**config.mk**
```make
export PLATFORM = sky130hd
export DESIGN_NAME = bg_regs_flat
export DESIGN_NICKNAME = d
export VERILOG_FILES = /design/src/design/bg_pkg.sv /design/src/design/bg_cfg_if.sv /design/src/design/bg_regs.sv /design/src/flat_wrapper.sv
export SDC_FILE = /design/constraint.sdc
export NUM_CORES = 1
export LEC_CHECK = 0
export ABC_AREA = 1
export BUFFER_PORTS_ARGS = -buffer_cell sky130_fd_sc_hd__buf_4
export CAP_MARGIN = 5
export CORE_ASPECT_RATIO = 1.1
export CORE_MARGIN = 10
export CORE_UTILIZATION = 56
export CTS_BUF_LIST = sky130_fd_sc_hd__clkbuf_8 sky130_fd_sc_hd__clkbuf_16
export DETAILED_ROUTE_END_ITERATION = 10
export GPL_TIMING_DRIVEN = 0
export PLACE_DENSITY = 0.93
export SLEW_MARGIN = 20
export SYNTH_ARGS = -nofsm -noshare
export SYNTH_HDL_FRONTEND = slang
export SYNTH_SLANG_ARGS = --single-unit
export TNS_END_PERCENT = 10
```
**constraint.sdc**
```tcl
create_clock -name CLK -period 2.4 [get_ports CLK]
set_clock_uncertainty 0.05 [all_clocks]
set_input_delay 0.24 -clock CLK [delete_from_list [all_inputs] [get_ports CLK]]
set_output_delay 0.24 -clock CLK [all_outputs]
set_load 0.01 [all_outputs]
```
**src/design/bg_pkg.sv**
```systemverilog
/*
 * Background renderer shared definitions
 * bus widths, register map, control word layout, stride and tile-size
 * codes, and the fetch FSM states
 */
package bg_pkg;

	typedef logic [15:0] word_t;      // bus word, register and memory address
	typedef logic [16:0] byte_addr_t; // byte address into the tile map
	typedef logic [9:0]  pix_x_t;
	typedef logic [7:0]  line_addr_t; // four pixels per word
	typedef logic [7:0]  tile_t;
	typedef logic [3:0]  nibble_t;
	typedef logic [7:0]  color_t;
	typedef logic [3:0]  pal_t;
	typedef logic [3:0]  reg_addr_t;
	typedef logic [1:0]  stride_t;

	// register map
	localparam reg_addr_t REG_CTRL     = 4'd0;
	localparam reg_addr_t REG_SCROLL_X = 4'd1;
	localparam reg_addr_t REG_SCROLL_Y = 4'd2;
	localparam reg_addr_t REG_MAP_BASE = 4'd3;
	localparam reg_addr_t REG_SET_BASE = 4'd4;

	// control word fields
	localparam int CTRL_EN_BIT     = 0;
	localparam int CTRL_PAL_LSB    = 4;  // 4 bits
	localparam int CTRL_STRIDE_LSB = 8;  // 2 bits
	localparam int CTRL_SIZE_BIT   = 15;

	localparam logic TILE_SIZE_8X8 = 1'b1; // 0 selects 16x16

	// map stride in tiles
	localparam stride_t STRIDE_256 = 2'd0;
	localparam stride_t STRIDE_128 = 2'd1;
	localparam stride_t STRIDE_64  = 2'd2;
	localparam stride_t STRIDE_32  = 2'd3;

	localparam tile_t  TILE_TRANSPARENT = 8'hFF;
	localparam pix_x_t LINE_START       = 10'd16; // first rendered buffer pixel
	localparam pix_x_t PIX_PER_WORD     = 10'd4;

	typedef enum logic [2:0] {
		idle,
		prebegin,
		begin_line,
		fetch_map,
		wait_map,
		fetch_data,
		wait_data
	} fetch_state_t;

endpackage

```
**src/design/bg_cfg_if.sv**
```systemverilog
/*
 * Renderer internal buses
 * bg_cfg_if carries the layer configuration out of the register block,
 * line_wr_if carries render writes and the buffer swap pulse
 */
`timescale 1ns/1ps

interface bg_cfg_if;
	logic              enable;
	logic              tile_8x8;
	bg_pkg::stride_t   stride;
	bg_pkg::pal_t      pal_hi;
	bg_pkg::word_t     scroll_x;
	bg_pkg::word_t     scroll_y;
	bg_pkg::word_t     map_base; // word address
	bg_pkg::word_t     set_base; // word address

	modport regs (output enable, tile_8x8, stride, pal_hi, scroll_x, scroll_y,
		map_base, set_base);
	modport fetch (input enable, tile_8x8, stride, scroll_x, scroll_y, map_base, set_base);
	modport line (input pal_hi, scroll_x, tile_8x8);
endinterface


```
**src/design/bg_regs.sv**
```systemverilog
/*
 * Background layer configuration registers
 * CPU write port decoded into control, scroll and base address fields
 */
`timescale 1ns/1ps

module bg_regs (
	input  logic              CLK,
	input  logic              RSTb,
	input  bg_pkg::reg_addr_t ADDRESS,
	input  bg_pkg::word_t     DATA_IN,
	input  logic              WR,
	bg_cfg_if.regs            cfg
);

	always_ff @(posedge CLK) begin
		if (!RSTb) begin
			cfg.enable   <= 1'b0; // layer off
			cfg.tile_8x8 <= 1'b0;
			cfg.stride   <= '0;
			cfg.pal_hi   <= '0;
			cfg.scroll_x <= '0;
			cfg.scroll_y <= '0;
			cfg.map_base <= '0;
			cfg.set_base <= '0;
		end else if (WR) begin
			case (ADDRESS)
				bg_pkg::REG_CTRL: begin
					cfg.enable   <= DATA_IN[bg_pkg::CTRL_EN_BIT];
					cfg.pal_hi   <= DATA_IN[bg_pkg::CTRL_PAL_LSB +: 4];
					cfg.stride   <= DATA_IN[bg_pkg::CTRL_STRIDE_LSB +: 2];
					cfg.tile_8x8 <= DATA_IN[bg_pkg::CTRL_SIZE_BIT] == bg_pkg::TILE_SIZE_8X8;
				end
				bg_pkg::REG_SCROLL_X: cfg.scroll_x <= DATA_IN;
				bg_pkg::REG_SCROLL_Y: cfg.scroll_y <= DATA_IN;
				bg_pkg::REG_MAP_BASE: cfg.map_base <= DATA_IN;
				bg_pkg::REG_SET_BASE: cfg.set_base <= DATA_IN;
				default: ; // 5..15 unused
			endcase
		end
	end

endmodule

```
**src/flat_wrapper.sv**
```systemverilog
// flat-port wrapper written by rule: the top's interface ports become plain ports
module bg_regs_flat 
  (CLK, RSTb, ADDRESS, DATA_IN, WR, cfg_enable, cfg_tile_8x8, cfg_stride, cfg_pal_hi, cfg_scroll_x, cfg_scroll_y, cfg_map_base, cfg_set_base);
  bg_cfg_if cfg_i ();
  input  logic CLK;
  input  logic RSTb;
  input  bg_pkg::reg_addr_t ADDRESS;
  input  bg_pkg::word_t DATA_IN;
  input  logic WR;
  output wire logic [$bits(cfg_i.enable)-1:0] cfg_enable;
  output wire logic [$bits(cfg_i.tile_8x8)-1:0] cfg_tile_8x8;
  output wire logic [$bits(cfg_i.stride)-1:0] cfg_stride;
  output wire logic [$bits(cfg_i.pal_hi)-1:0] cfg_pal_hi;
  output wire logic [$bits(cfg_i.scroll_x)-1:0] cfg_scroll_x;
  output wire logic [$bits(cfg_i.scroll_y)-1:0] cfg_scroll_y;
  output wire logic [$bits(cfg_i.map_base)-1:0] cfg_map_base;
  output wire logic [$bits(cfg_i.set_base)-1:0] cfg_set_base;
  assign cfg_enable = cfg_i.enable;
  assign cfg_tile_8x8 = cfg_i.tile_8x8;
  assign cfg_stride = cfg_i.stride;
  assign cfg_pal_hi = cfg_i.pal_hi;
  assign cfg_scroll_x = cfg_i.scroll_x;
  assign cfg_scroll_y = cfg_i.scroll_y;
  assign cfg_map_base = cfg_i.map_base;
  assign cfg_set_base = cfg_i.set_base;
  bg_regs u_core (.CLK(CLK), .RSTb(RSTb), .ADDRESS(ADDRESS), .DATA_IN(DATA_IN), .WR(WR), .cfg(cfg_i));
endmodule
```
# == Yosys cells after proc, flatten, opt, wreduce, memory -nomap -nowiden ==
# Cells that the tools add are included.
# word_totals
ramBits,0
ff_bits,72
mem_count,0
elab_cells,18
latch_bits,0
mem_bits_ro,0
out_inout_bits,72
in_bits,23
# classes
mul,0
n_shift,0
n_reduce_logical,6
div,0
n_addsub,0
n_eq_ne,4
bitwise,0
n_lt_le_gt_ge,0
mux,0
# ops
operator,n
$reduce_and A2 Y1,5
$eq A4 B2 Y1 const B,2
$eq A4 B1 Y1 const B,1
$eq A4 B3 Y1 const B,1
$logic_not A4 Y1,1

# == Depth between registers and ports, before layout ==
# Gate-level depths: netlist of the first run.
# logic_depth
depth_word,2
mapped_depth,7
mapped_depth_nobuf,6

# == Worst setup path before layout of the first run ==
# No wires, ideal clock.
# synth_timing
kind,input to register
from,input port ADDRESS[1]
to,register u_core.cfg.set_base[0] (netlist bit)
stages,6
setup_ns,0.113
slack_ns,1.264
required_time_ns,2.237
arrival_time_ns,0.973
path_buffers,2
path_cell_list,buf_6 -> nor2_2 -> buf_6 -> nand4_1 -> nand2_1 -> nor2_1
# synth_via
elab_chain_len,2
# synth_rtl
element,line,text
start: declaration,flat_wrapper.sv:7,input bg_pkg::reg_addr_t ADDRESS;
$eq A4 B3 Y1,bg_regs.sv:27,case (ADDRESS)
$reduce_and A2 Y1 (no line),-,
end signal: assignment,bg_regs.sv:25,cfg.set_base <= '0;
end signal: assignment,bg_regs.sv:37,bg_pkg::REG_SET_BASE: cfg.set_base <= DATA_IN;
end: declaration,bg_cfg_if.sv:19,"map_base, set_base);"
# Every way passes these cells.
# A chain may end at the register's enable or synchronous reset.

# == Final worst setup path of the first run ==
# layout_timing
from,register u_core.cfg.scroll_y[15]
to,output port cfg_scroll_y[15]
# layout_rtl
element,line,text
start: declaration,bg_cfg_if.sv:18,"modport regs (output enable, tile_8x8, stride, pal_hi, scroll_x, scroll_y,"
start signal: assignment,bg_regs.sv:23,cfg.scroll_y <= '0;
start signal: assignment,bg_regs.sv:35,bg_pkg::REG_SCROLL_Y: cfg.scroll_y <= DATA_IN;
end: declaration,flat_wrapper.sv:15,output wire logic [$bits(cfg_i.scroll_y)-1:0] cfg_scroll_y;
# No word-level cell between the ends.

==> metrics.cfg, run 1 <==
[clock_tree]
cts_resized=0
cts_setup_buffers=0
cts_tree=yes
clockBufferDepth=2
cts_max_level=3
cts_num_sinks=72
path_clk_slew_ns=0.08
clockRootBuffer=clkbuf_8
worstSkewPairLatency_ns=0.35
cts-buffers-inserted=9
hold_buffers=0

[sta]
period_minus_slack_ns=1.16
final_hold_viol_count=0
rsz0062_at_grt=false
setup_violations=0
tns_ns=0
slew_viol_final=0
fin_crit_sh_pct=48.2
relSlewSlack_pct=69.7
worst_pin_slew_ns=0.454
timing.final.ws_setup_ns=1.24
fmax_ghz=0.864

[run_status]
status=complete, no violations

[placed_design]
io_buffer_count=92
gp_congestion=0.854
dp_worst_setup_slack_ns=1.01
hpwl_um=7480
placed_cells=646

[synthesis]
synth.cell_area_mm2=0.00331
syn_nets=500
syn_area_per_cell_um2=6.93
synth_seq_area_share_pct=43.6
yosys_warnings=0
synth_cell_type_count=19
synth_cells=477
synth-seq-cells=72

[global_routing]
antenna_found_initial=0
grt_usage_pct=21.0
grt-ovfl-total=0
grt_pass1_vias=3366
grt_pass1_wl_um=16100
grt_max_degree=13

[routing]
drcViolationCount=0
wire_per_inst_um=14.8
antenna_left=0
num_vias=3485
firstDrtPassIters=5
via_per_inst=5.26
drt-initial-drc-count=388
wirelength_um=9820

[min_path]
worst_hold_path_type=input port to flop

[power]
power.density_mw_per_mm2=623
vdd_drop_max_uv=426
p_leak_nw=2.12
power.total_w=0.00270

[worst_setup_path]
cp_cell_sequence=buf_4
path_class=flop to output pin
critPathLaunchType=flop
critPathMaxStageDelay_ns=0.37
crit_arrival_ns=0.87
critPathRequiredTime_ns=2.11
crit_slowest_cell=dfxtp_1
cp_top_family=flip-flops
critPathMaxFanout=2
worstSetupEndpointType=output pin
path_buf_inv=1

[final_layout]
n_antenna_cell=0
areaGrowthSynthToFinish_pct=30.9
final_util_pct=75.5
fin_cells=662
layout-drive-gt1-share_pct=23.9
fin_nets=603

[die]
dieArea_mm2=0.00938
ioPinCount=95
die_h_um=101
start_util_pct=57.7
fp-row-count=29
core_mm2=0.00573
die_w_um=93.3

[run]
maxCapViolations=0

## power breakdown
part	switching [W]	internal, W	total [W]
Sequential	0.0000146	0.00122	0.00124
Clock	0.000457	0.000683	0.00114
Combinational	0.000201	0.000122	0.000324
Total	0.000673	0.00203	0.00270
## final cells by class
type                       count  area (um^2)
sequential                    72         1440
timing repair buffer          92          691
inverter                      70          264
clock inverter                 7          111
buffer                        33          230
clock buffer                   9          124
multi-input combinational    302         1370
fill                         436         1410
tap                           77         96.3
## cell usage in the layout (no fill, tap or decap)
| cell | count |
|---|---|
| nor2_1 | 106 |
| nand2_1 | 100 |
| buf_4 | 96 |
| dfxtp_1 | 72 |
| inv_1 | 68 |
| nand4_1 | 56 |
| a21oi_1 | 16 |
| nand3_1 | 16 |
| buf_6 | 11 |
| buf_1 | 10 |
| clkbuf_8 | 9 |
| buf_2 | 6 |
| clkinv_2 | 3 |
| nor2_2 | 3 |
| bufinv_16 | 3 |
| nor2_4 | 2 |
| inv_2 | 2 |
| nand3_4 | 2 |
| nand3_2 | 1 |
| clkbuf_1 | 1 |
| clkbuf_2 | 1 |
| clkinvlp_4 | 1 |
## metal layers
| layer | vias up | track usage (%) | wire [um] |
|---|---|---|---|
| met4 | 0 | 8.55 | 250 |
| li1 | 1702 | - | - |
| met2 | 178 | 34.3 | 4630 |
| met1 | 1576 | 24.6 | 3930 |
| met5 | - | 0 | 0 |
| met3 | 29 | 7.15 | 1020 |
## metrics by stage
stage	hold WS [ns]	instance area (um^2)
6_report	0.180	4330
4_1_cts	0.175	4330
3_5_place_dp	0.424	4090
3_3_place_gp	0.416	4090
2_1_floorplan	0.446	3310
5_1_grt	0.216	4330
## cell usage after synthesis
library cell	n	area share, %
nor2_1	106	12
nand2_1	100	11
dfxtp_1	72	44
inv_1	67	7.6
nand4_1	56	11
a21oi_1	16	2.4
nand3_1	16	2.4
buf_6	11	3.7
buf_1	10	1.1
buf_2	6	0.91
buf_4	4	0.91
nor2_2	3	0.57
inv_2	2	0.23
nand3_4	2	1.1
nor2_4	2	0.68
clkbuf_1	1	0.11
clkbuf_2	1	0.15
clkinv_2	1	0.15
nand3_2	1	0.30
## sequential cells by signal, summed over array words and instances, names as in the netlist
name / cells
u_core.cfg.enable: 1
u_core.cfg.map_base: 16
u_core.cfg.pal_hi: 4
u_core.cfg.scroll_x: 16
u_core.cfg.scroll_y: 16
u_core.cfg.set_base: 16
u_core.cfg.stride: 2
u_core.cfg.tile_8x8: 1
## kinds of logic (layout without fill, tap and decap cells)
| family | Yosys count | count (layout) | share of synthesized area, % |
|---|---|---|---|
| buffers and inverters | 103 | 211 | 15.0 |
| AOI/OAI and AO/OA | 16 | 16 | 2.42 |
| DFF | 72 | 72 | 43.6 |
| and+or+nand+nor | 286 | 286 | 39.0 |
## path summary, 6_finish.rpt
path	cells after the start	from	to	slack (ns)
max	1	u_core.cfg.scroll_y[15]	cfg_scroll_y[15]	1.24
min	3	RSTb	u_core.cfg.set_base[6]	0.18
min reg2reg	2	u_core.cfg.scroll_y[6]	u_core.cfg.scroll_y[6]	0.44
max reg2reg	4	u_core.cfg.pal_hi[0]	u_core.cfg.pal_hi[0]	1.69
## worst register-to-register path, delay by kind of cell, from the launching register on
| kind | cells | cell delay [ns] |
|---|---|---|
| DFF | 1 | 0.35 |
| buffers and inverters | 2 | 0.10 |
| and+or+nand+nor | 2 | 0.15 |
Note: power is estimated with default switching activity, not from simulation.
==> run 2, diff against run 1 <==
--- a/config.mk
+++ b/config.mk
@@ -10,11 +10,11 @@
 export CAP_MARGIN = 5
 export CORE_ASPECT_RATIO = 1.1
 export CORE_MARGIN = 10
-export CORE_UTILIZATION = 56
+export CORE_UTILIZATION = 47
 export CTS_BUF_LIST = sky130_fd_sc_hd__clkbuf_8 sky130_fd_sc_hd__clkbuf_16
 export DETAILED_ROUTE_END_ITERATION = 10
 export GPL_TIMING_DRIVEN = 0
-export PLACE_DENSITY = 0.93
+export PLACE_DENSITY = 0.84
 export SLEW_MARGIN = 20
 export SYNTH_ARGS = -nofsm -noshare
 export SYNTH_HDL_FRONTEND = slang
==> constraint.sdc (replaced) <==
create_clock -name CLK -period 1 [get_ports CLK]
set_clock_uncertainty 0.05 [all_clocks]
set_input_delay 0.1 -clock CLK [delete_from_list [all_inputs] [get_ports CLK]]
set_output_delay 0.1 -clock CLK [all_outputs]
set_load 0.01 [all_outputs]
==> metrics.cfg, run 2 (synthesis gave the netlist of run 1 again) <==
[sta]
timing.final.ws_setup_ns=0.0218  ; was 1.24 ns
hold_slack_ns=0.0600  ; was 0.180 ns
period_minus_slack_ns=0.978
worst_pin_slew_ns=0.516  ; was 0.454 ns
fin_crit_sh_pct=97.8
final_hold_viol_count=0  ; unchanged
relSlewSlack_pct=65.6  ; was 69.7%
slew_viol_final=0  ; unchanged
rsz0062_at_grt=false  ; unchanged
fmax_ghz=1.02
setup_violations=0  ; unchanged

[routing]
wirelength_um=9900  ; was 9820 um
firstDrtPassIters=7  ; was 5
drt-initial-drc-count=260  ; was 388
drcViolationCount=0  ; unchanged
wire_per_inst_um=14.8  ; about the same
antenna_left=0  ; unchanged
num_vias=3420  ; was 3485
via_per_inst=5.10  ; was 5.26

[worst_setup_path]
crit_arrival_ns=0.83  ; was 0.87 ns
critPathRequiredTime_ns=0.85  ; was 2.11 ns
timing.rr.end=u_core.cfg.pal_hi[0]  ; unchanged
critPathMaxStageDelay_ns=0.33  ; was 0.37 ns
path_class=flop to output pin  ; unchanged
reg2reg_from=u_core.cfg.pal_hi[0]  ; unchanged
critPathMaxFanout=2  ; unchanged
cp-startpoint=u_core.cfg.scroll_y[0]  ; was u_core.cfg.scroll_y[15]
path_buf_inv=1  ; unchanged
worstSetupEndpointType=output pin  ; unchanged
cp_top_family=flip-flops  ; unchanged
rrSetupSlack_ns=0.32  ; was 1.69 ns
r2r.worst_path.cells=4  ; unchanged
critPathLaunchType=flop  ; unchanged
cp_cell_sequence=buf_4  ; unchanged
crit_slowest_cell=dfxtp_2  ; was dfxtp_1

[placed_design]
hpwl_um=7410  ; was 7480 um
io_buffer_count=92  ; unchanged
dp_worst_setup_slack_ns=-0.238  ; was 1.01 ns
gp_congestion=0.872  ; was 0.854
dpl_cell_area_mm2=0.00410  ; was 0.00409 mm^2

[final_layout]
design_area_mm2=0.00439  ; was 0.00433 mm^2
final_cell_mix=nor2_1, nand2_1, buf_4  ; unchanged
layout-drive-gt1-share_pct=29.2  ; was 23.9%
fin_nets=603  ; unchanged
n_antenna_cell=0  ; unchanged
areaGrowthSynthToFinish_pct=32.7  ; was 30.9%
final_common_cell=nor2_1  ; unchanged

[global_routing]
grt_pass1_wl_um=15900  ; was 16100 um
grt_pass1_vias=3304  ; was 3366
grt_usage_pct=18.3  ; was 21.0%
grt_max_degree=13  ; unchanged
antenna_found_initial=0  ; unchanged
grt-ovfl-total=0  ; unchanged

[clock_tree]
clockRootBuffer=clkbuf_8  ; unchanged
clockBufferDepth=2  ; unchanged
cts_num_sinks=72  ; unchanged
path_clk_slew_ns=0.08  ; about the same
cts_setup_buffers=0  ; unchanged
cts-buffers-inserted=9  ; unchanged
cts_tree=yes  ; unchanged
hold_buffers=0  ; unchanged
cts_max_level=3  ; unchanged
worstSkewPairLatency_ns=0.35  ; about the same

[power]
p_leak_nw=2.15  ; was 2.12 nW
power.density_mw_per_mm2=1490  ; was 623 mW/mm^2
power.total_w=0.00655  ; was 0.00270 W
vdd_drop_max_uv=1140  ; was 426 uV

[min_path]
holdPathStages=4  ; was 3
hp-start=ADDRESS[1]  ; was RSTb
worst_hold_path_type=input port to flop  ; unchanged
min_to=u_core.cfg.scroll_y[15]  ; was u_core.cfg.set_base[6]

[die]
ioPinCount=95  ; unchanged
die_w_um=100  ; was 93.3 um
dieArea_mm2=0.0108  ; was 0.00938 mm^2
start_util_pct=47.7  ; was 57.7%
die_h_um=108  ; was 101 um
fp-row-count=32  ; was 29
core_mm2=0.00693  ; was 0.00573 mm^2

[run]
maxCapViolations=0  ; unchanged

[run_status]
status=complete, no violations  ; unchanged

## run 2: worst max path at each step
stage                                        end  cells after the start
final                            cfg_scroll_y[0]                      1
after global routing             cfg_scroll_y[0]                      1
after CTS                        cfg_set_base[1]                      1
after detailed placement  u_core.cfg.scroll_x[5]                      7
after global placement    u_core.cfg.scroll_x[4]                      7
after floorplan           u_core.cfg.set_base[0]                      6
## run 2: what timing repair did
item / 4_1_cts / 5_1_grt
resized for setup: 1 / 30
pin swaps: 0 / 0
setup endpoints to repair: 1 / 30
## run 2: metrics by stage
| step | util, % | cells | TNS (ns) |
|---|---|---|---|
| 6_report | 63.3 | 670 | 0 |
| 5_1_grt | 63.3 | 670 | 0 |
| 4_1_cts | 62.8 | 670 | 0 |
| 3_5_place_dp | 59.2 | 654 | -13.07 |
| 3_3_place_gp | 59.2 | 654 | -11.93 |
| 2_1_floorplan | - | 477 | 0 |
## run 2: layout make-up
type	count	area, um^2
sequential	72	1480
tap	85	106
multi-input combinational	302	1370
clock buffer	10	138
fill	642	2540
inverter	70	264
buffer	33	230
clock inverter	6	108
timing repair buffer	92	691
## run 2: power breakdown
group / internal (W) / total, W / switching (W)
clock: 0.00172 / 0.00281 / 0.00109
sequential: 0.00293 / 0.00297 / 0.0000341
combinational: 0.000294 / 0.000776 / 0.000482
total: 0.00494 / 0.00655 / 0.00161
## run 2: metal layers
layer	track usage, %	wire (um)	share of wire, %	vias up
met5	0	0	0	-
met4	9.43	250	2.5	0
met3	5.74	946	9.6	28
met2	29.8	4640	47	161
met1	21.0	4070	41	1538
li1	-	-	-	1693
