### src/design/bg_pkg.sv
/*
 * Background renderer shared definitions
 * bus widths, register map, control word layout, stride and tile-size
 * codes, and the fetch FSM states
 */
package bg_pkg;

	typedef logic [15:0] word_t;      // bus word, register and memory address
	typedef logic [16:0] byte_addr_t; // byte address into the tile map
	typedef logic [9:0]  pix_x_t;
	typedef logic [7:0]  line_addr_t; // four pixels per word
	typedef logic [7:0]  tile_t;
	typedef logic [3:0]  nibble_t;
	typedef logic [7:0]  color_t;
	typedef logic [3:0]  pal_t;
	typedef logic [3:0]  reg_addr_t;
	typedef logic [1:0]  stride_t;

	// register map
	localparam reg_addr_t REG_CTRL     = 4'd0;
	localparam reg_addr_t REG_SCROLL_X = 4'd1;
	localparam reg_addr_t REG_SCROLL_Y = 4'd2;
	localparam reg_addr_t REG_MAP_BASE = 4'd3;
	localparam reg_addr_t REG_SET_BASE = 4'd4;

	// control word fields
	localparam int CTRL_EN_BIT     = 0;
	localparam int CTRL_PAL_LSB    = 4;  // 4 bits
	localparam int CTRL_STRIDE_LSB = 8;  // 2 bits
	localparam int CTRL_SIZE_BIT   = 15;

	localparam logic TILE_SIZE_8X8 = 1'b1; // 0 selects 16x16

	// map stride in tiles
	localparam stride_t STRIDE_256 = 2'd0;
	localparam stride_t STRIDE_128 = 2'd1;
	localparam stride_t STRIDE_64  = 2'd2;
	localparam stride_t STRIDE_32  = 2'd3;

	localparam tile_t  TILE_TRANSPARENT = 8'hFF;
	localparam pix_x_t LINE_START       = 10'd16; // first rendered buffer pixel
	localparam pix_x_t PIX_PER_WORD     = 10'd4;

	typedef enum logic [2:0] {
		idle,
		prebegin,
		begin_line,
		fetch_map,
		wait_map,
		fetch_data,
		wait_data
	} fetch_state_t;

endpackage

### src/design/bg_cfg_if.sv
/*
 * Renderer internal buses
 * bg_cfg_if carries the layer configuration out of the register block,
 * line_wr_if carries render writes and the buffer swap pulse
 */
`timescale 1ns/1ps

interface bg_cfg_if;
	logic              enable;
	logic              tile_8x8;
	bg_pkg::stride_t   stride;
	bg_pkg::pal_t      pal_hi;
	bg_pkg::word_t     scroll_x;
	bg_pkg::word_t     scroll_y;
	bg_pkg::word_t     map_base; // word address
	bg_pkg::word_t     set_base; // word address

	modport regs (output enable, tile_8x8, stride, pal_hi, scroll_x, scroll_y,
		map_base, set_base);
	modport fetch (input enable, tile_8x8, stride, scroll_x, scroll_y, map_base, set_base);
	modport line (input pal_hi, scroll_x, tile_8x8);
endinterface

interface line_wr_if;
	logic               swap; // one cycle, on H_tick
	logic               wr;
	bg_pkg::line_addr_t wr_addr;
	bg_pkg::word_t      wr_data;

	modport src (output swap, wr, wr_addr, wr_data);
	modport dst (input swap, wr, wr_addr, wr_data);
endinterface

### src/design/tile_fetch.sv
/*
 * Scanline tile fetch engine
 * walks the tile map for the coming line and copies each tile row
 * into the render line buffer, one memory request per word.
 * transparent tiles skip the data fetch
 */
`timescale 1ns/1ps

module tile_fetch #(
	parameter int LINE_WIDTH = 720
) (
	input  logic           CLK,
	input  logic           RSTb,
	input  logic           H_tick,
	input  bg_pkg::pix_x_t display_y,
	bg_cfg_if.fetch        cfg,
	line_wr_if.src         wr,
	output bg_pkg::word_t  memory_address,
	input  bg_pkg::word_t  memory_data,
	output logic           rvalid,
	input  logic           rready
);

	bg_pkg::fetch_state_t state;
	bg_pkg::word_t        line_row;  // scroll_y + display_y
	bg_pkg::byte_addr_t   map_byte;
	bg_pkg::pix_x_t       render_x;
	bg_pkg::tile_t        tile;
	logic [1:0]           word_cnt;
	logic                 restart;
	logic                 last_word;
	bg_pkg::pix_x_t       tile_px;
	bg_pkg::word_t        row_tile;
	bg_pkg::word_t        col_tile;
	bg_pkg::byte_addr_t   row_off;
	bg_pkg::byte_addr_t   map_start;
	bg_pkg::word_t        data_start;

	assign restart   = H_tick && cfg.enable;
	assign tile_px   = cfg.tile_8x8 ? 10'd8 : 10'd16;
	assign row_tile  = cfg.tile_8x8 ? line_row >> 3 : line_row >> 4;
	assign col_tile  = cfg.tile_8x8 ? cfg.scroll_x >> 3 : cfg.scroll_x >> 4;
	assign last_word = word_cnt == (cfg.tile_8x8 ? 2'd1 : 2'd3);

	always_comb begin
		case (cfg.stride)
			bg_pkg::STRIDE_256: row_off = bg_pkg::byte_addr_t'(row_tile) << 8;
			bg_pkg::STRIDE_128: row_off = bg_pkg::byte_addr_t'(row_tile) << 7;
			bg_pkg::STRIDE_64:  row_off = bg_pkg::byte_addr_t'(row_tile) << 6;
			default:            row_off = bg_pkg::byte_addr_t'(row_tile) << 5;
		endcase
	end

	// map byte address of the first tile on the line, wraps at 17 bits
	assign map_start = {cfg.map_base, 1'b0} + row_off + bg_pkg::byte_addr_t'(col_tile);

	// tiles stored one after another, 4bpp
	assign data_start = cfg.tile_8x8
		? cfg.set_base + {4'd0, tile, 4'd0} + {12'd0, line_row[2:0], 1'b0}
		: cfg.set_base + {2'd0, tile, 6'd0} + {10'd0, line_row[3:0], 2'b00};

	assign rvalid     = state == bg_pkg::wait_map || state == bg_pkg::wait_data;
	assign wr.swap    = restart;
	assign wr.wr      = state == bg_pkg::wait_data && rready && !restart;
	assign wr.wr_addr = render_x[9:2];
	assign wr.wr_data = memory_data;

	always_ff @(posedge CLK) begin
		if (!RSTb) begin
			state          <= bg_pkg::idle;
			word_cnt       <= '0;
			memory_address <= '0;
		end else if (restart) begin
			state    <= bg_pkg::prebegin; // abandons any fetch in flight
			word_cnt <= '0;
		end else begin
			case (state)
				bg_pkg::idle: ;
				bg_pkg::prebegin: begin
					line_row <= cfg.scroll_y + bg_pkg::word_t'(display_y);
					state    <= bg_pkg::begin_line;
				end
				bg_pkg::begin_line: begin
					map_byte <= map_start;
					render_x <= bg_pkg::LINE_START;
					state    <= bg_pkg::fetch_map;
				end
				bg_pkg::fetch_map: begin
					if (render_x == bg_pkg::pix_x_t'(LINE_WIDTH)) begin
						state <= bg_pkg::idle; // line done
					end else begin
						memory_address <= map_byte[16:1];
						state          <= bg_pkg::wait_map;
					end
				end
				bg_pkg::wait_map: begin
					if (rready) begin
						tile  <= map_byte[0] ? memory_data[15:8] : memory_data[7:0];
						state <= bg_pkg::fetch_data;
					end
				end
				bg_pkg::fetch_data: begin
					if (tile == bg_pkg::TILE_TRANSPARENT) begin
						render_x <= render_x + tile_px;
						map_byte <= map_byte + 17'd1;
						state    <= bg_pkg::fetch_map;
					end else begin
						memory_address <= data_start;
						word_cnt       <= '0;
						state          <= bg_pkg::wait_data;
					end
				end
				bg_pkg::wait_data: begin
					if (rready) begin
						render_x       <= render_x + bg_pkg::PIX_PER_WORD;
						memory_address <= memory_address + 16'd1;
						word_cnt       <= word_cnt + 2'd1;
						if (last_word) begin
							map_byte <= map_byte + 17'd1;
							state    <= bg_pkg::fetch_map;
						end
					end
				end
				default: state <= bg_pkg::idle;
			endcase
		end
	end

	// request held until the memory answers
	a_addr_stable: assert property (@(posedge CLK) disable iff (!RSTb)
		rvalid && !rready |=> $stable(memory_address));

	// writes stay inside the line and never come from idle
	a_no_wr_idle: assert property (@(posedge CLK) disable iff (!RSTb)
		wr.wr |-> state != bg_pkg::idle && render_x < bg_pkg::pix_x_t'(LINE_WIDTH));

endmodule

### src/flat_wrapper.sv
// flat-port wrapper written by rule: the top's interface ports become plain ports
module tile_fetch_flat 
#(
	parameter int LINE_WIDTH = 720
)
  (CLK, RSTb, H_tick, display_y, memory_address, memory_data, rvalid, rready, cfg_enable, cfg_tile_8x8, cfg_stride, cfg_scroll_x, cfg_scroll_y, cfg_map_base, cfg_set_base, wr_swap, wr_wr, wr_wr_addr, wr_wr_data);
  bg_cfg_if cfg_i ();
  line_wr_if wr_i ();
  input  logic CLK;
  input  logic RSTb;
  input  logic H_tick;
  input  bg_pkg::pix_x_t display_y;
  output bg_pkg::word_t memory_address;
  input  bg_pkg::word_t memory_data;
  output logic rvalid;
  input  logic rready;
  input wire logic [$bits(cfg_i.enable)-1:0] cfg_enable;
  input wire logic [$bits(cfg_i.tile_8x8)-1:0] cfg_tile_8x8;
  input wire logic [$bits(cfg_i.stride)-1:0] cfg_stride;
  input wire logic [$bits(cfg_i.scroll_x)-1:0] cfg_scroll_x;
  input wire logic [$bits(cfg_i.scroll_y)-1:0] cfg_scroll_y;
  input wire logic [$bits(cfg_i.map_base)-1:0] cfg_map_base;
  input wire logic [$bits(cfg_i.set_base)-1:0] cfg_set_base;
  output wire logic [$bits(wr_i.swap)-1:0] wr_swap;
  output wire logic [$bits(wr_i.wr)-1:0] wr_wr;
  output wire logic [$bits(wr_i.wr_addr)-1:0] wr_wr_addr;
  output wire logic [$bits(wr_i.wr_data)-1:0] wr_wr_data;
  assign cfg_i.enable = cfg_enable;
  assign cfg_i.tile_8x8 = cfg_tile_8x8;
  assign cfg_i.stride = cfg_stride;
  assign cfg_i.scroll_x = cfg_scroll_x;
  assign cfg_i.scroll_y = cfg_scroll_y;
  assign cfg_i.map_base = cfg_map_base;
  assign cfg_i.set_base = cfg_set_base;
  assign wr_swap = wr_i.swap;
  assign wr_wr = wr_i.wr;
  assign wr_wr_addr = wr_i.wr_addr;
  assign wr_wr_data = wr_i.wr_data;
  tile_fetch #(.LINE_WIDTH(LINE_WIDTH)) u_core (.CLK(CLK), .RSTb(RSTb), .H_tick(H_tick), .display_y(display_y), .cfg(cfg_i), .wr(wr_i), .memory_address(memory_address), .memory_data(memory_data), .rvalid(rvalid), .rready(rready));
endmodule
### config.mk
export PLATFORM = sky130hd
export DESIGN_NAME = tile_fetch_flat
export DESIGN_NICKNAME = d
export VERILOG_FILES = /design/src/design/bg_pkg.sv /design/src/design/bg_cfg_if.sv /design/src/design/tile_fetch.sv /design/src/flat_wrapper.sv
export SDC_FILE = /design/constraint.sdc
export NUM_CORES = 1
export LEC_CHECK = 0
export ABC_AREA = 0
export BUFFER_PORTS_ARGS = -buffer_cell sky130_fd_sc_hd__buf_2
export CORE_MARGIN = 2
export CORE_UTILIZATION = 45
export CTS_BUF_LIST = sky130_fd_sc_hd__clkbuf_4
export CTS_CLUSTER_DIAMETER = 150
export DETAILED_ROUTE_END_ITERATION = 16
export PLACE_DENSITY = 0.65
export SYNTH_ARGS = -nofsm -noshare
export SYNTH_HDL_FRONTEND = slang
export SYNTH_SLANG_ARGS = --single-unit
### constraint.sdc
create_clock -name CLK -period 5.7 [get_ports CLK]
set_input_delay 0.57 -clock CLK [delete_from_list [all_inputs] [get_ports CLK]]
set_output_delay 0.57 -clock CLK [all_outputs]
set_load 0.01 [all_outputs]
; ---- Yosys cells after proc, flatten, opt, wreduce, memory -nomap -nowiden
; Index checks and enable logic that the tools add are counted.
[totals]
out_inout_bits = 43
ff_bits = 72
elab_cells = 91
inputBits = 98
[op_classes]
bitwise_logic = 3
mux = 28
eq_ne = 21
n_reduce_logical = 19
add_sub_neg = 12
[ops]
columns = op, n
row1 = 17-bit one-hot mux with 3 select lines, 2
row2 = 16-bit 2-to-1 mux, 4
row3 = 17-bit 2-to-1 mux, 3
row4 = 16-bit one-hot mux with 3 select lines, 1
row5 = 10-bit one-hot mux with 3 select lines, 1
row6 = 3-bit one-hot mux with 7 select lines, 1
row7 = 10-bit 2-to-1 mux, 2
row8 = 17-bit by 1-bit adder with 17-bit output (second input constant), 1
row9 = 17-bit by 16-bit adder with 17-bit output, 1
row10 = 17-bit adder, 1
row11 = 16-bit by 1-bit adder with 16-bit output (second input constant), 1
row12 = 16-bit by 10-bit adder with 16-bit output, 1
row13 = 16-bit by 12-bit adder with 16-bit output, 1
row14 = 16-bit by 14-bit adder with 16-bit output, 1
row15 = 16-bit by 4-bit adder with 16-bit output, 1
row16 = 16-bit by 6-bit adder with 16-bit output, 1
row17 = 3-bit 2-to-1 mux, 5
row18 = 13-bit 2-to-1 mux, 1
row19 = 12-bit 2-to-1 mux, 1
row20 = 4-bit AND reduction, 3
row21 = 10-bit adder, 1
row22 = 10-bit by 3-bit adder with 10-bit output (second input constant), 1
row23 = 10-bit == test (second input constant), 1
row24 = 5-bit AND reduction, 2
row25 = other kinds (28), 45

; ---- Logic depth before layout (Yosys ltp)
; Gate-level depths: netlist (run 1).
[logic_depth]
depth_word = 6
ltp_mapped = 15
ltp_nobuf = 13

; ---- Worst setup path after synthesis (run 1)
; No wires, ideal clock.
[synth_timing]
path_kind = input -> register
start = input cfg_tile_8x8
end = register u_core.map_byte[12], data pin
arrival_ps = 3883
path_buffers = 2
required_time_ps = 5430
stages = 14
setup_time_ps = 270
setup_slack_ps = 1547
path_cell_list = clkbuf_1 -> buf_1 -> mux2_2 -> ha_1 -> ha_1 -> fa_1 -> a21o_1 -> a211o_1 -> a2111oi_4 -> nor2_1 -> a21o_1 -> a21oi_1 -> xor2_1 -> a21oi_1
[synth_via]
elab_chain_cells = 5
word_cells_on_any_way = 6
classes_between = 2 x add/sub / 4 x mux
[synth_rtl]
columns = element, line_no
row1 = "start, declared", flat_wrapper.sv:18  ; input wire logic [$bits(cfg_i.tile_8x8)-1:0] cfg_tile_8x8;
row2 = 12-bit 2-to-1 mux, tile_fetch.sv:41  ; assign row_tile = cfg.tile_8x8 ? line_row >> 3 : line_row >> 4;
row3 = 17-bit one-hot mux with 3 select lines, tile_fetch.sv:46  ; case (cfg.stride)
row4 = 17-bit adder, tile_fetch.sv:55  ; assign map_start = {cfg.map_base, 1'b0} + row_off + bg_pkg::byte_addr_t'(col_tile);
row5 = 17-bit by 16-bit adder with 17-bit output *, tile_fetch.sv:55
row6 = 17-bit one-hot mux with 3 select lines *, tile_fetch.sv:77  ; case (state)
row7 = "end signal, assigned", tile_fetch.sv:84  ; map_byte <= map_start;
row8 = "end signal, assigned", tile_fetch.sv:105  ; map_byte <= map_byte + 17'd1;
row9 = "end signal, assigned", tile_fetch.sv:119  ; map_byte <= map_byte + 17'd1;
row10 = "end, declared", tile_fetch.sv:26  ; bg_pkg::byte_addr_t map_byte;
; Mark *: on every way between the ends. The rest lies on a longest branch, timed or not.
; A chain may end at the register's enable or synchronous reset.

; ---- Worst setup path after layout (run 1)
[layout_timing]
start = input cfg_tile_8x8
end = register u_core.map_byte[16], data pin
; The elaborated chain is that of the path after synthesis.

==> run summary, run 1 <==
The post-synthesis to final-layout area growth is 12.9%. The peak supply drop is 87.0 uV. For this run, the detailed router's first-pass iteration total came to 5. The power density normalized to cell area is ~180 mW/mm^2.

The average detailed-routed wire length per instance came out at roughly 15 um. The die height is 129 um. The maximum number of pins on one net before global-route repair came out at roughly 50.

The achievable frequency is roughly 260 MHz. The post-synthesis instance total came out at approximately 800. The total count of hold-check failures in the final report is 0. The area of the placeable core came out at 0.0152 sq mm. The residual antenna-violating net count after detailed routing is 0. The DRC marker count from the first detailed-route iteration came out at 413.

The maximum root-to-sink buffer count is 2. The post-synthesis share of cell area spent on and, or, nand and nor gates is 0.161. The post-synthesis mux area share is 0.0842. The global-route total usage across every layer came out at 0.209. The arrival time at the worst endpoint is 4.04 ns. In this run the count of I/O pins placed on the die edge is 141. The number of post-CTS setup repair buffers came out at 0. After synthesis, the largest family of logic cells by area is compound AO/OA/AOI/OAI gates. The first global-routing pass estimated 27,600 um of wire. The die width came out at around 130 um.

The maximum cell stage delay along the critical path came out at 0.56 ns. Setup repair after global routing left no endpoint under its margin. In this run the static leakage power is around 3.5 nW. The summed negative setup slack over all endpoints came out at 0 ns. The number of distinct library cell variants in the gate-level netlist after synthesis came out at between 60 and 70. The worst register-to-register path ends at u_core.map_byte[16]. In the finished design, the share of the clock period the worst path needs comes to 0.674. Clock latency on the worst-skew pair, taken at its later pin, is 0.47 ns. The post-synthesis net count came out at about 1,000. The tree is rooted in a clkbuf_4.

The part of the Yosys area used for sequential elements came out at 0.270. The synthesized design contains 49 enable-type register cells. The run finished with clean final reports. The worst register-to-register path has a depth of 13. The post-synth design cell area came out at about 0.0070 sq mm. The die footprint came out at 0.0166 sq mm. The number of warnings reported in the yosys synthesis log came out at 0. Of the total synthesized cell area, the portion taken by full adders, half adders and majority gates is 0.144. The post-route worst setup slack is 1.86 ns.

The via density per instance is between 5 and 6. The post-layout instance count excluding filler cells is 1,109. Once the clock tree was built, the resizer swapped 0 gates to a different size. The count of H-tree levels built during CTS came out at 3.

The maximum clock skew at final layout came out at 0.0321 ns. Global routing finished with a remaining overflow of 0. The max-slew violation total from the final report came out at 0. The mean instance size in the synthesized netlist is 8.73 sq um.

Across all register-to-register paths, the minimum setup slack is 2.28 ns. The share of synthesized area in the top cell type comes to 0.210. The count of placed standard cells including taps came out at approximately 1.1k. The total clock buffers created by CTS is 9.

The final weighted congestion of routability-driven global placement came out at 0.866. The count of unresolved DRC violations after routing came out at 0. The slowest stage of the critical path is the buf_2 cell. The number of global-route vias before repair is a little under 6k. The number of antenna violations at the first check in global routing is 1. The worst setup path is launched from an input port. The critical hold path startpoint is cfg_set_base[15]. The maximum net fanout on the critical path is 28. The share of async-settable or async-resettable flops after synthesis came out at 0. Synthesis inferred 70 register bits. In the final layout, the share of cells above drive strength 1 is 0.211. The clock sink total came out at 70. The most numerous cell type found on the critical path is ha_1. The clock-pin slew on the worst setup and hold paths came out at 0.15 ns. The worst setup path is of the input port to flop kind. The largest total area in the synthesized netlist belongs to edfxtp_1.

In this run the cell area measured after placement is 0.00776 sq mm. For the pin with the worst max-slew slack, the measured transition is just under 0.9 ns. The headroom to the max-slew limit is 0.421.

Max-cap violations in this run came to 0. The critical path endpoint category is a flop. After synthesis, the cell types taking the most area are edfxtp_1, ha_1, dfxtp_1. The type of the most critical hold path is input port to flop.

The post-layout minimum cycle time is 3.84 ns. Buffers placed on the I/O ports in this run total 137. By instance count, the leading cell after synthesis is nor2_1. Summing over every cut layer, the via total after detailed routing is 6,208. The HPWL after detailed placement came out at 13,300 um. The critical register-to-register path startpoint is u_core.line_row[4]. The total wirelength of the detailed-routed design is roughly 17,000 um. Counting instances in the post-synthesis netlist gives the leading cell types as nor2_1, a21oi_1, nand2_1, ha_1. The placement row count is 45.

The fraction of the mapped netlist area in compound gates is 0.198. The clock tree from TritonCTS is done. The post-synthesis share of cell area spent on xor and xnor gates is 0.0849. The quantity of hold-fixing buffers added after cts is 0. At the worst endpoint, the required time is just under 6 ns. For this run, the leading register cell type out of synthesis is edfxtp_1. The path with the worst hold slack has its endpoint at u_core.memory_address[15]. The signal on the critical path passes through buf_2 -> mux2_2 -> ha_1 -> ha_1 -> fa_1 -> a21o_1 -> a211o_1 -> a2111oi_4 -> or3_1 -> nand4b_1 -> a31oi_1 -> xnor2_1 -> a21oi_1. The starting density of the core came out at 0.461.

At the end of the flow, the number of nets in the layout was 1,086. The cell area after layout is 0.00791 sq mm. At the placement stage, the worst setup path has a slack of 1.37 ns. The worst hold path cell count is 4. The total of endpoints with negative setup slack in the final report is 0.
flip-flops by register name, indices dropped and copies added, names as in the netlist:
signal,cells
u_core.render_x,8
u_core.state,3
u_core.line_row,16
u_core.map_byte,17
u_core.word_cnt,2
u_core.memory_address,16
u_core.tile,8
power by group:
group	internal (W)	switching, W	leakage, nW
Clock	0.000140	0.000224	0.0828
Sequential	0.000573	0.0000110	0.612
Combinational	0.000238	0.000264	2.77
how the worst max path moves through the flow:
stage            startpoint             endpoint  slack [ns]  depth (start not counted)
2_1_floorplan  cfg_tile_8x8  u_core.map_byte[12]        1.55                         14
3_3_place_gp   cfg_tile_8x8  u_core.map_byte[16]        1.38                         13
3_5_place_dp   cfg_tile_8x8  u_core.map_byte[16]        1.37                         13
4_1_cts        cfg_tile_8x8  u_core.map_byte[16]        1.87                         13
5_1_grt        cfg_tile_8x8  u_core.map_byte[16]        1.67                         14
6_report       cfg_tile_8x8  u_core.map_byte[16]        1.86                         13
worst max-delay path: cells and delay by family:
| family | cells | cell delay, ns |
|---|---|---|
| AO/OA/AOI/OAI | 5 | 1.12 |
| XOR/XNOR | 1 | 0.14 |
| adder cells (fa/ha/maj) | 3 | 0.91 |
| buffers and inverters | 1 | 0.56 |
| multiplexers | 1 | 0.41 |
| AND/OR/NAND/NOR | 2 | 0.31 |
layout make-up:
class	count	area, sq um
clock inverters	7	81.3
well taps	188	235
diodes	1	2.50
fillers	1498	7290
clock buffers	9	67.6
inverters	49	184
multi-input cells	642	4720
repair buffers	143	731
flip-flops and latches	70	1890
layout by cell type, fill, tap and decap left out, drive strengths merged, types with 23 or more instances in the layout:
master	synthesis	final
o21ai	47	47
edfxtp	49	49
mux2i	23	23
nor2	69	69
nand2	63	63
a21oi	66	66
inv	49	52
xor2	24	24
ha	60	60
buf	22	143
xnor2	44	44
cells by family after synthesis:
family / after synthesis
simple gates: 234
compound gates: 217
buf+inv: 91
fa+ha+maj: 73
flops: 70
xor+xnor: 68
mux: 50
through the flow:
| stage | util | power, W | hold WS, ns |
|---|---|---|---|
| 2_1_floorplan | - | 0.000978 | 0.463 |
| 3_3_place_gp | 0.511 | 0.00109 | 0.476 |
| 3_5_place_dp | 0.511 | 0.00110 | 0.481 |
| 4_1_cts | 0.520 | 0.00146 | 0.368 |
| 5_1_grt | 0.521 | 0.00155 | 0.387 |
| 6_report | 0.521 | 0.00145 | 0.392 |
per-layer routing:
| metal | track usage | vias up | share of wire |
|---|---|---|---|
| met5 | 0 | - | 0 |
| li1 | - | 3160 | - |
| met2 | 0.336 | 173 | 0.45 |
| met1 | 0.291 | 2858 | 0.48 |
| met4 | 0.0512 | 0 | 0.013 |
| met3 | 0.0383 | 17 | 0.058 |
No activity file was read; power rests on OpenSTA's default activity.
==> inputs of run 2 (changes only) <==
Clock period 5.7 ns to 3.8 ns, I/O delays scaled along.
==> run 2 against run 1 <==
  * Clock power increased by 44%
  * Non-clock buffer count rose by 6
  * Global-route usage shrank 0.14 points
  * First-iteration DRC count up 14%
  * Combinational power grew 51%
  * Flip-flop and latch count unchanged
  * Power rose by 49%
  * Utilization grew 0.36 points
  * Critical path type is now flop to flop
  * Largest power group unchanged
  * Highest routed layer unchanged
==> run summary, run 2 (synthesis gave the netlist of run 1 again) <==
The flow ran to the end, and the final reports show no timing, DRC or antenna violations. The fraction of power consumed by the clock network came out at 0.243. At the placement stage, the worst setup path has a slack of 0.114 ns.

For the worst-skew pair, the clock arrives at the later sink with an insertion delay of 0.46 ns. The logic gate share of total power is 0.351. The largest registers in the layout are u_core.map_byte x17, u_core.line_row x16, u_core.memory_address x16. TritonCTS built the clock tree.

The layout filler cell count came out at ~1.5k. The total number of vias is 6,251. The total power after layout is around 0.0022 W.

The count of buffers added on input and output ports is roughly 140. The global-route total usage across every layer is 0.207. The power density normalized to cell area is 271 mW/mm^2. The area of the placeable core is 0.0152 sq mm. The transition at the pin with the smallest max-transition slack is around 0.80 ns.

The maximum clock skew at final layout came out at 0.0342 ns. The headroom to the max-slew limit came out at 0.470. Leaving out fill and tap cells, the most frequent cells in the layout are buf_2, nor2_1, a21oi_1.

The total clock buffers created by CTS came out at 9. The peak supply drop came out at 134 uV. The via density per instance is 5.61. Setup repair after global routing left no endpoint under its margin. The worst setup path is captured at a flop. The longest clock path from root to sink contains 2 buffers. The die width came out at between 100 and 150 um. The die is 129 um tall.

The global-route wire length before repair is 27,500 um. The total of endpoints with negative setup slack in the final report came out at 0. The switching power came out at 0.000730 W. The total wirelength of the detailed-routed design came out at 17,000 um.

For this run, the share of the core covered by cells in the final layout is 0.524. In this run the worst hold path is classified as input port to flop. Derived from the worst setup path, the maximum achievable clock frequency is about 300 MHz. The worst setup path is launched from a flop.

The average detailed-routed wire length per instance came out at 15.3 um. The HPWL after detailed placement came out at roughly 13,000 um. The starting density of the core is 0.461. The detailed-routing iteration count for the pre-antenna-repair pass came out at 6. In this run the number of H-tree levels came out at 3. The quantity of hold-fixing buffers added after cts came out at 0. The total I/O pin count came out at 141.

Of the total power, registers draw 0.406. The switching share of power is 0.338. In this run, post-CTS repair resized a total of 0 instances. The summed negative setup slack over all endpoints is 0 ns. Data on the critical path arrives at its endpoint at between 3 and 4 ns. The placement row count is between 40 and 50. The final cycle utilization of the critical path is 0.874. The number of post-CTS setup repair buffers came out at 0. The max-capacitance violation count is 0. The number of nets in the layout came out at 1,092. The post-synthesis to final-layout area growth is 13.7%.

The congestion estimate from routability-driven global placement came to 0.899. The number of global-route vias before repair was between 5k and 6k. Of all nets on the critical path, the largest fanout is 3.

The worst path meets setup with 0.481 ns of slack. The maximum number of pins on one net before global-route repair came out at 50. The clock-pin slew on the worst setup and hold paths is 0.15 ns.

u_core.map_byte holds more flip-flops than any other register. The tree is rooted in a clkbuf_4. The post-layout minimum cycle time is ~3.3 ns.

The number of antenna violations at the first check in global routing is 1. The worst hold slack is around 0.21 ns. The die footprint came out at 0.0166 sq mm.

The count of unresolved DRC violations after routing is 0. The endpoint required time on the critical path came out at 3.97 ns. The type of the worst setup path is flop to flop. The total global routing overflow is 0.

The flip-flop count of the largest register after layout is 17. The DRC marker count from the first detailed-route iteration came out at 471. Leaving out fill and tap cells, the most frequent cell in the layout is buf_2. In the final layout, the share of cells above drive strength 1 is 0.216.

Summed over all cells, the static leakage comes to 3.49 nW. The max-slew violation total from the final report came out at 0. The count of nets left with antenna violations once routing finished came out at 0. The design internal power is 0.00143 W. The total count of hold-check failures in the final report came to 0. The tree built by TritonCTS fans out to 70 sinks.
[run 2: changes by cell type in the layout (fill, tap and decap cells not counted), sizes merged]
| cell | before | now |
|---|---|---|
| buf | 143 | 149 |
| clkinv | 3 | 1 |
| clkinvlp | 0 | 1 |
| inv | 52 | 53 |
[run 2: power groups by stage]
| stage | clock (W) | sequential [W] | combinational (W) |
|---|---|---|---|
| 4_1_cts | 0.000543 | 0.000877 | 0.000764 |
| 3_5_place_dp | 0 | 0.000894 | 0.000762 |
| 3_3_place_gp | 0 | 0.000893 | 0.000752 |
| 5_1_grt | 0.000575 | 0.000879 | 0.000866 |
| 2_1_floorplan | 0 | 0.000888 | 0.000579 |
| 6_report | 0.000525 | 0.000877 | 0.000758 |
[run 2: worst paths after layout]
path,from,depth (start not counted),slack [ns],endpoint
worst min-delay path,cfg_set_base[15],4,0.21,u_core.memory_address[15]
worst max register to register,u_core.line_row[4],13,0.48,u_core.map_byte[16]
worst min register to register,u_core.word_cnt[1],2,0.51,u_core.word_cnt[1]
worst max-delay path,u_core.line_row[4],13,0.48,u_core.map_byte[16]
[run 2: worst max-delay path, stage by stage, from the launching register on]
cell and delay, ns:
edfxtp_1 0.47, mux2i_1 0.24, mux2i_1 0.14, mux2i_1 0.21, fa_1 0.44, inv_1 0.07
ha_1 0.25, o21a_1 0.15, a2111oi_4 0.35, or3_1 0.19, nand4b_1 0.12, a31oi_1 0.22
xnor2_1 0.14, a21oi_1 0.08
[run 2: layout make-up]
| cell class | instances | area, sq um | area share |
|---|---|---|---|
| Timing Repair Buffer | 149 | 788 | 0.0989 |
| Inverter | 49 | 184 | 0.0231 |
| Clock buffer | 9 | 67.6 | 0.00848 |
| Tap cell | 188 | 235 | 0.0295 |
| Antenna cell | 1 | 2.50 | 0.000314 |
| Clock inverter | 7 | 78.8 | 0.00989 |
| Sequential cell | 70 | 1890 | 0.237 |
| Multi-Input combinational cell | 642 | 4720 | 0.592 |
[run 2: routing by layer]
layer / global-route usage / up-vias / share of wire
met5: 0 / - / 0
met4: 0.0563 / 0 / 0.017
met3: 0.0491 / 20 / 0.063
met2: 0.318 / 202 / 0.44
met1: 0.293 / 2849 / 0.48
li1: - / 3180 / -
[run 2: metrics by stage]
stage          cell area [sq um]  instances
6_report                    7970       1115
5_1_grt                     7970       1115
4_1_cts                     7970       1114
3_5_place_dp                7820       1098
3_3_place_gp                7820       1098
2_1_floorplan               7020        803
==> inputs of run 3 (changes only) <==
Settings changed: PLACE_DENSITY 0.65 to 0.73.
==> run 3 against run 2 <==
  * Routed wire length rose by 1.9%
  * Register-to-register slack got worse by 0.09 ns
  * Fmax shrank 2.5%
  * Critical path depth unchanged
  * Die area stayed put
  * Global-route usage increased by 0.67 points
  * Via count increased by 1.8%
  * Worst setup slack got worse by 0.085 ns
  * Largest cell class unchanged
==> run summary, run 3 (synthesis gave the netlist of run 1 again) <==
The max-capacitance violation count is 0. The largest registers in the layout are u_core.map_byte x17, u_core.line_row x16, u_core.memory_address x16. The final cycle utilization of the critical path came out at 0.896.

The number of port buffers is ~140. The critical path endpoint category is a flop. TritonCTS built the clock tree.

The source-to-sink clock delay at the later pin of the worst-skew pair came out at 0.47 ns. The number of post-CTS setup repair buffers came out at 0. In this run the critical register-to-register path is launched from u_core.line_row[4]. The number of antenna violations at the first check in global routing is 1. The maximum clock skew at final layout came out at 0.0286 ns.

The library cell used most frequently in the layout, excluding fill and tap cells, is buf_2. The cell type with the highest occurrence count on the critical path is mux2i_1. The clock sink total came out at 70. The flip-flop count of the largest register after layout came out at 17. The count of H-tree levels built during CTS came out at 3. The sum of buffers and inverters on the critical path came out at 1. The global-route total usage across every layer came out at 0.214.

Before CTS, the worst setup slack after placement is 0.0713 ns. The post-route worst setup slack came out at 0.395 ns. The signal on the critical path passes through mux2i_1 -> mux2i_1 -> mux2i_1 -> fa_1 -> inv_1 -> ha_1 -> o21a_1 -> a2111oi_4 -> or3_1 -> nand4b_1 -> a31oi_1 -> xnor2_1 -> a21oi_1. For this design, the slowest cell found on the critical path is edfxtp_1.

The detailed-routing iteration count for the pre-antenna-repair pass came out at 6. The proportion of layout cells with a drive suffix above 1 is 0.215. In the final routed layout, each cell accounts on average for 15.6 um. The critical path is of the flop to flop type. For this configuration, the core starts out at a cell density of 0.461.

The max-slew violation total from the final report is 0. The total clock buffers created by CTS is 9. The maximum number of pins on one net before global-route repair is 50.

The power density normalized to cell area came out at 273 mW/mm^2. The worst-case IR drop observed on VDD is 132 uV. The arrival time at the worst endpoint is 3.61 ns. The HPWL after detailed placement is between 10,000 and 15,000 um. STA classifies the critical path startpoint as a flop. The top cell types in the final layout, fill and taps aside, are buf_2, nor2_1, a21oi_1. The congestion estimate from routability-driven global placement came to approximately 0.87.

The clock-pin slew on the worst setup and hold paths came out at between 0.1 and 0.15 ns. The total wirelength of the detailed-routed design came out at 17,300 um. The via density per instance is about 5.7. The run finished with clean final reports. The post-layout minimum cycle time is 3.40 ns. The global-route wire length before repair came out at about 28,000 um. The number of global-route vias before repair came to 6,050. The total overflow left after global routing is 0. The count of instances resized after the clock tree is built is 0. The cell leakage power is 3.49 nW. The die width came out at around 130 um. The core region is 0.0152 sq mm.

At the pin with the least slew margin, the transition time is 0.792 ns. The achievable frequency is 294 MHz. The total count of hold-check failures in the final report came out at 0. The most critical setup path has its startpoint at u_core.line_row[4].

The number of nets in the layout came out at 1,091. The summed negative setup slack over all endpoints came out at 0 ns. The clock root buffer is clkbuf_4.

Setup repair after global routing left no endpoint under its margin. The count of unresolved DRC violations after routing is 0. The quantity of hold-fixing buffers added after cts came out at 0.

The endpoint required time on the critical path is 4.00 ns. The min-delay analysis places its worst path in the category input port to flop. The headroom to the max-slew limit came out at 0.472. Measured along the y axis, the die boundary spans 129 um. For this block, the initial DRC count from the detailed router was 529. The register with the highest flop count is u_core.map_byte. The cell family contributing the most delay on the critical path is compound AO/OA/AOI/OAI gates. Setup violations remaining at the end of the flow were counted as 0. The placement row count came out at 45. In this run the worst path has a maximum fanout of 3. The residual antenna-violating net count after detailed routing is 0.

The startpoint identified for the worst hold timing path is cfg_set_base[15]. The area growth from synthesis to layout is 13.5%. The maximum cell stage delay along the critical path came out at 0.46 ns. The total number of vias is 6,366. The maximum root-to-sink buffer count came out at 2. The total I/O pin count is around 140. The die covers between 0.015 and 0.02 sq mm.
==> run 3: where the power goes <==
part / internal (W) / switching (W) / leakage, nW
clock: 0.000210 / 0.000326 / 0.0797
sequential: 0.000860 / 0.0000171 / 0.612
combinational: 0.000361 / 0.000402 / 2.80
total: 0.00143 / 0.000745 / 3.49
==> run 3: metal layers <==
metal / wire length (um) / global-route usage / vias to the layer above
li1: - / - / 3187
met1: 7710 / 0.285 / 2939
met2: 7950 / 0.350 / 213
met3: 1260 / 0.0353 / 27
met4: 413 / 0.0793 / 0
met5: 0 / 0 / -
==> run 3: worst paths after layout <==
path,end,slack [ns],cells after the start
max,u_core.map_byte[16],0.40,13
min,u_core.memory_address[15],0.19,4
max reg2reg,u_core.map_byte[16],0.40,13
min reg2reg,u_core.word_cnt[1],0.51,2
==> run 3: per-stage QoR <==
stage / hold slack, ns / instance area [sq um] / cells / utilization / total power (W)
2_1_floorplan: 0.463 / 7020 / 803 / - / 0.00147
3_3_place_gp: 0.476 / 7810 / 1097 / 0.514 / 0.00164
3_5_place_dp: 0.489 / 7810 / 1097 / 0.514 / 0.00166
4_1_cts: 0.166 / 7960 / 1113 / 0.524 / 0.00219
5_1_grt: 0.206 / 7960 / 1114 / 0.524 / 0.00231
6_report: 0.190 / 7960 / 1114 / 0.524 / 0.00218
==> run 3: tightest hold or removal path, cell delays in order <==
cell and delay (ns):
buf_2 0.09, xor2_1 0.05, nand2_1 0.06, a21oi_1 0.06
==> run 3: cell type report <==
class / instances / area, sq um
timing repair buffer: 148 / 781
clock buffer: 9 / 67.6
antenna: 1 / 2.50
clock inverter: 7 / 78.8
tap: 188 / 235
fill: 1485 / 7240
multi-input combinational: 642 / 4720
inverter: 49 / 184
sequential: 70 / 1890
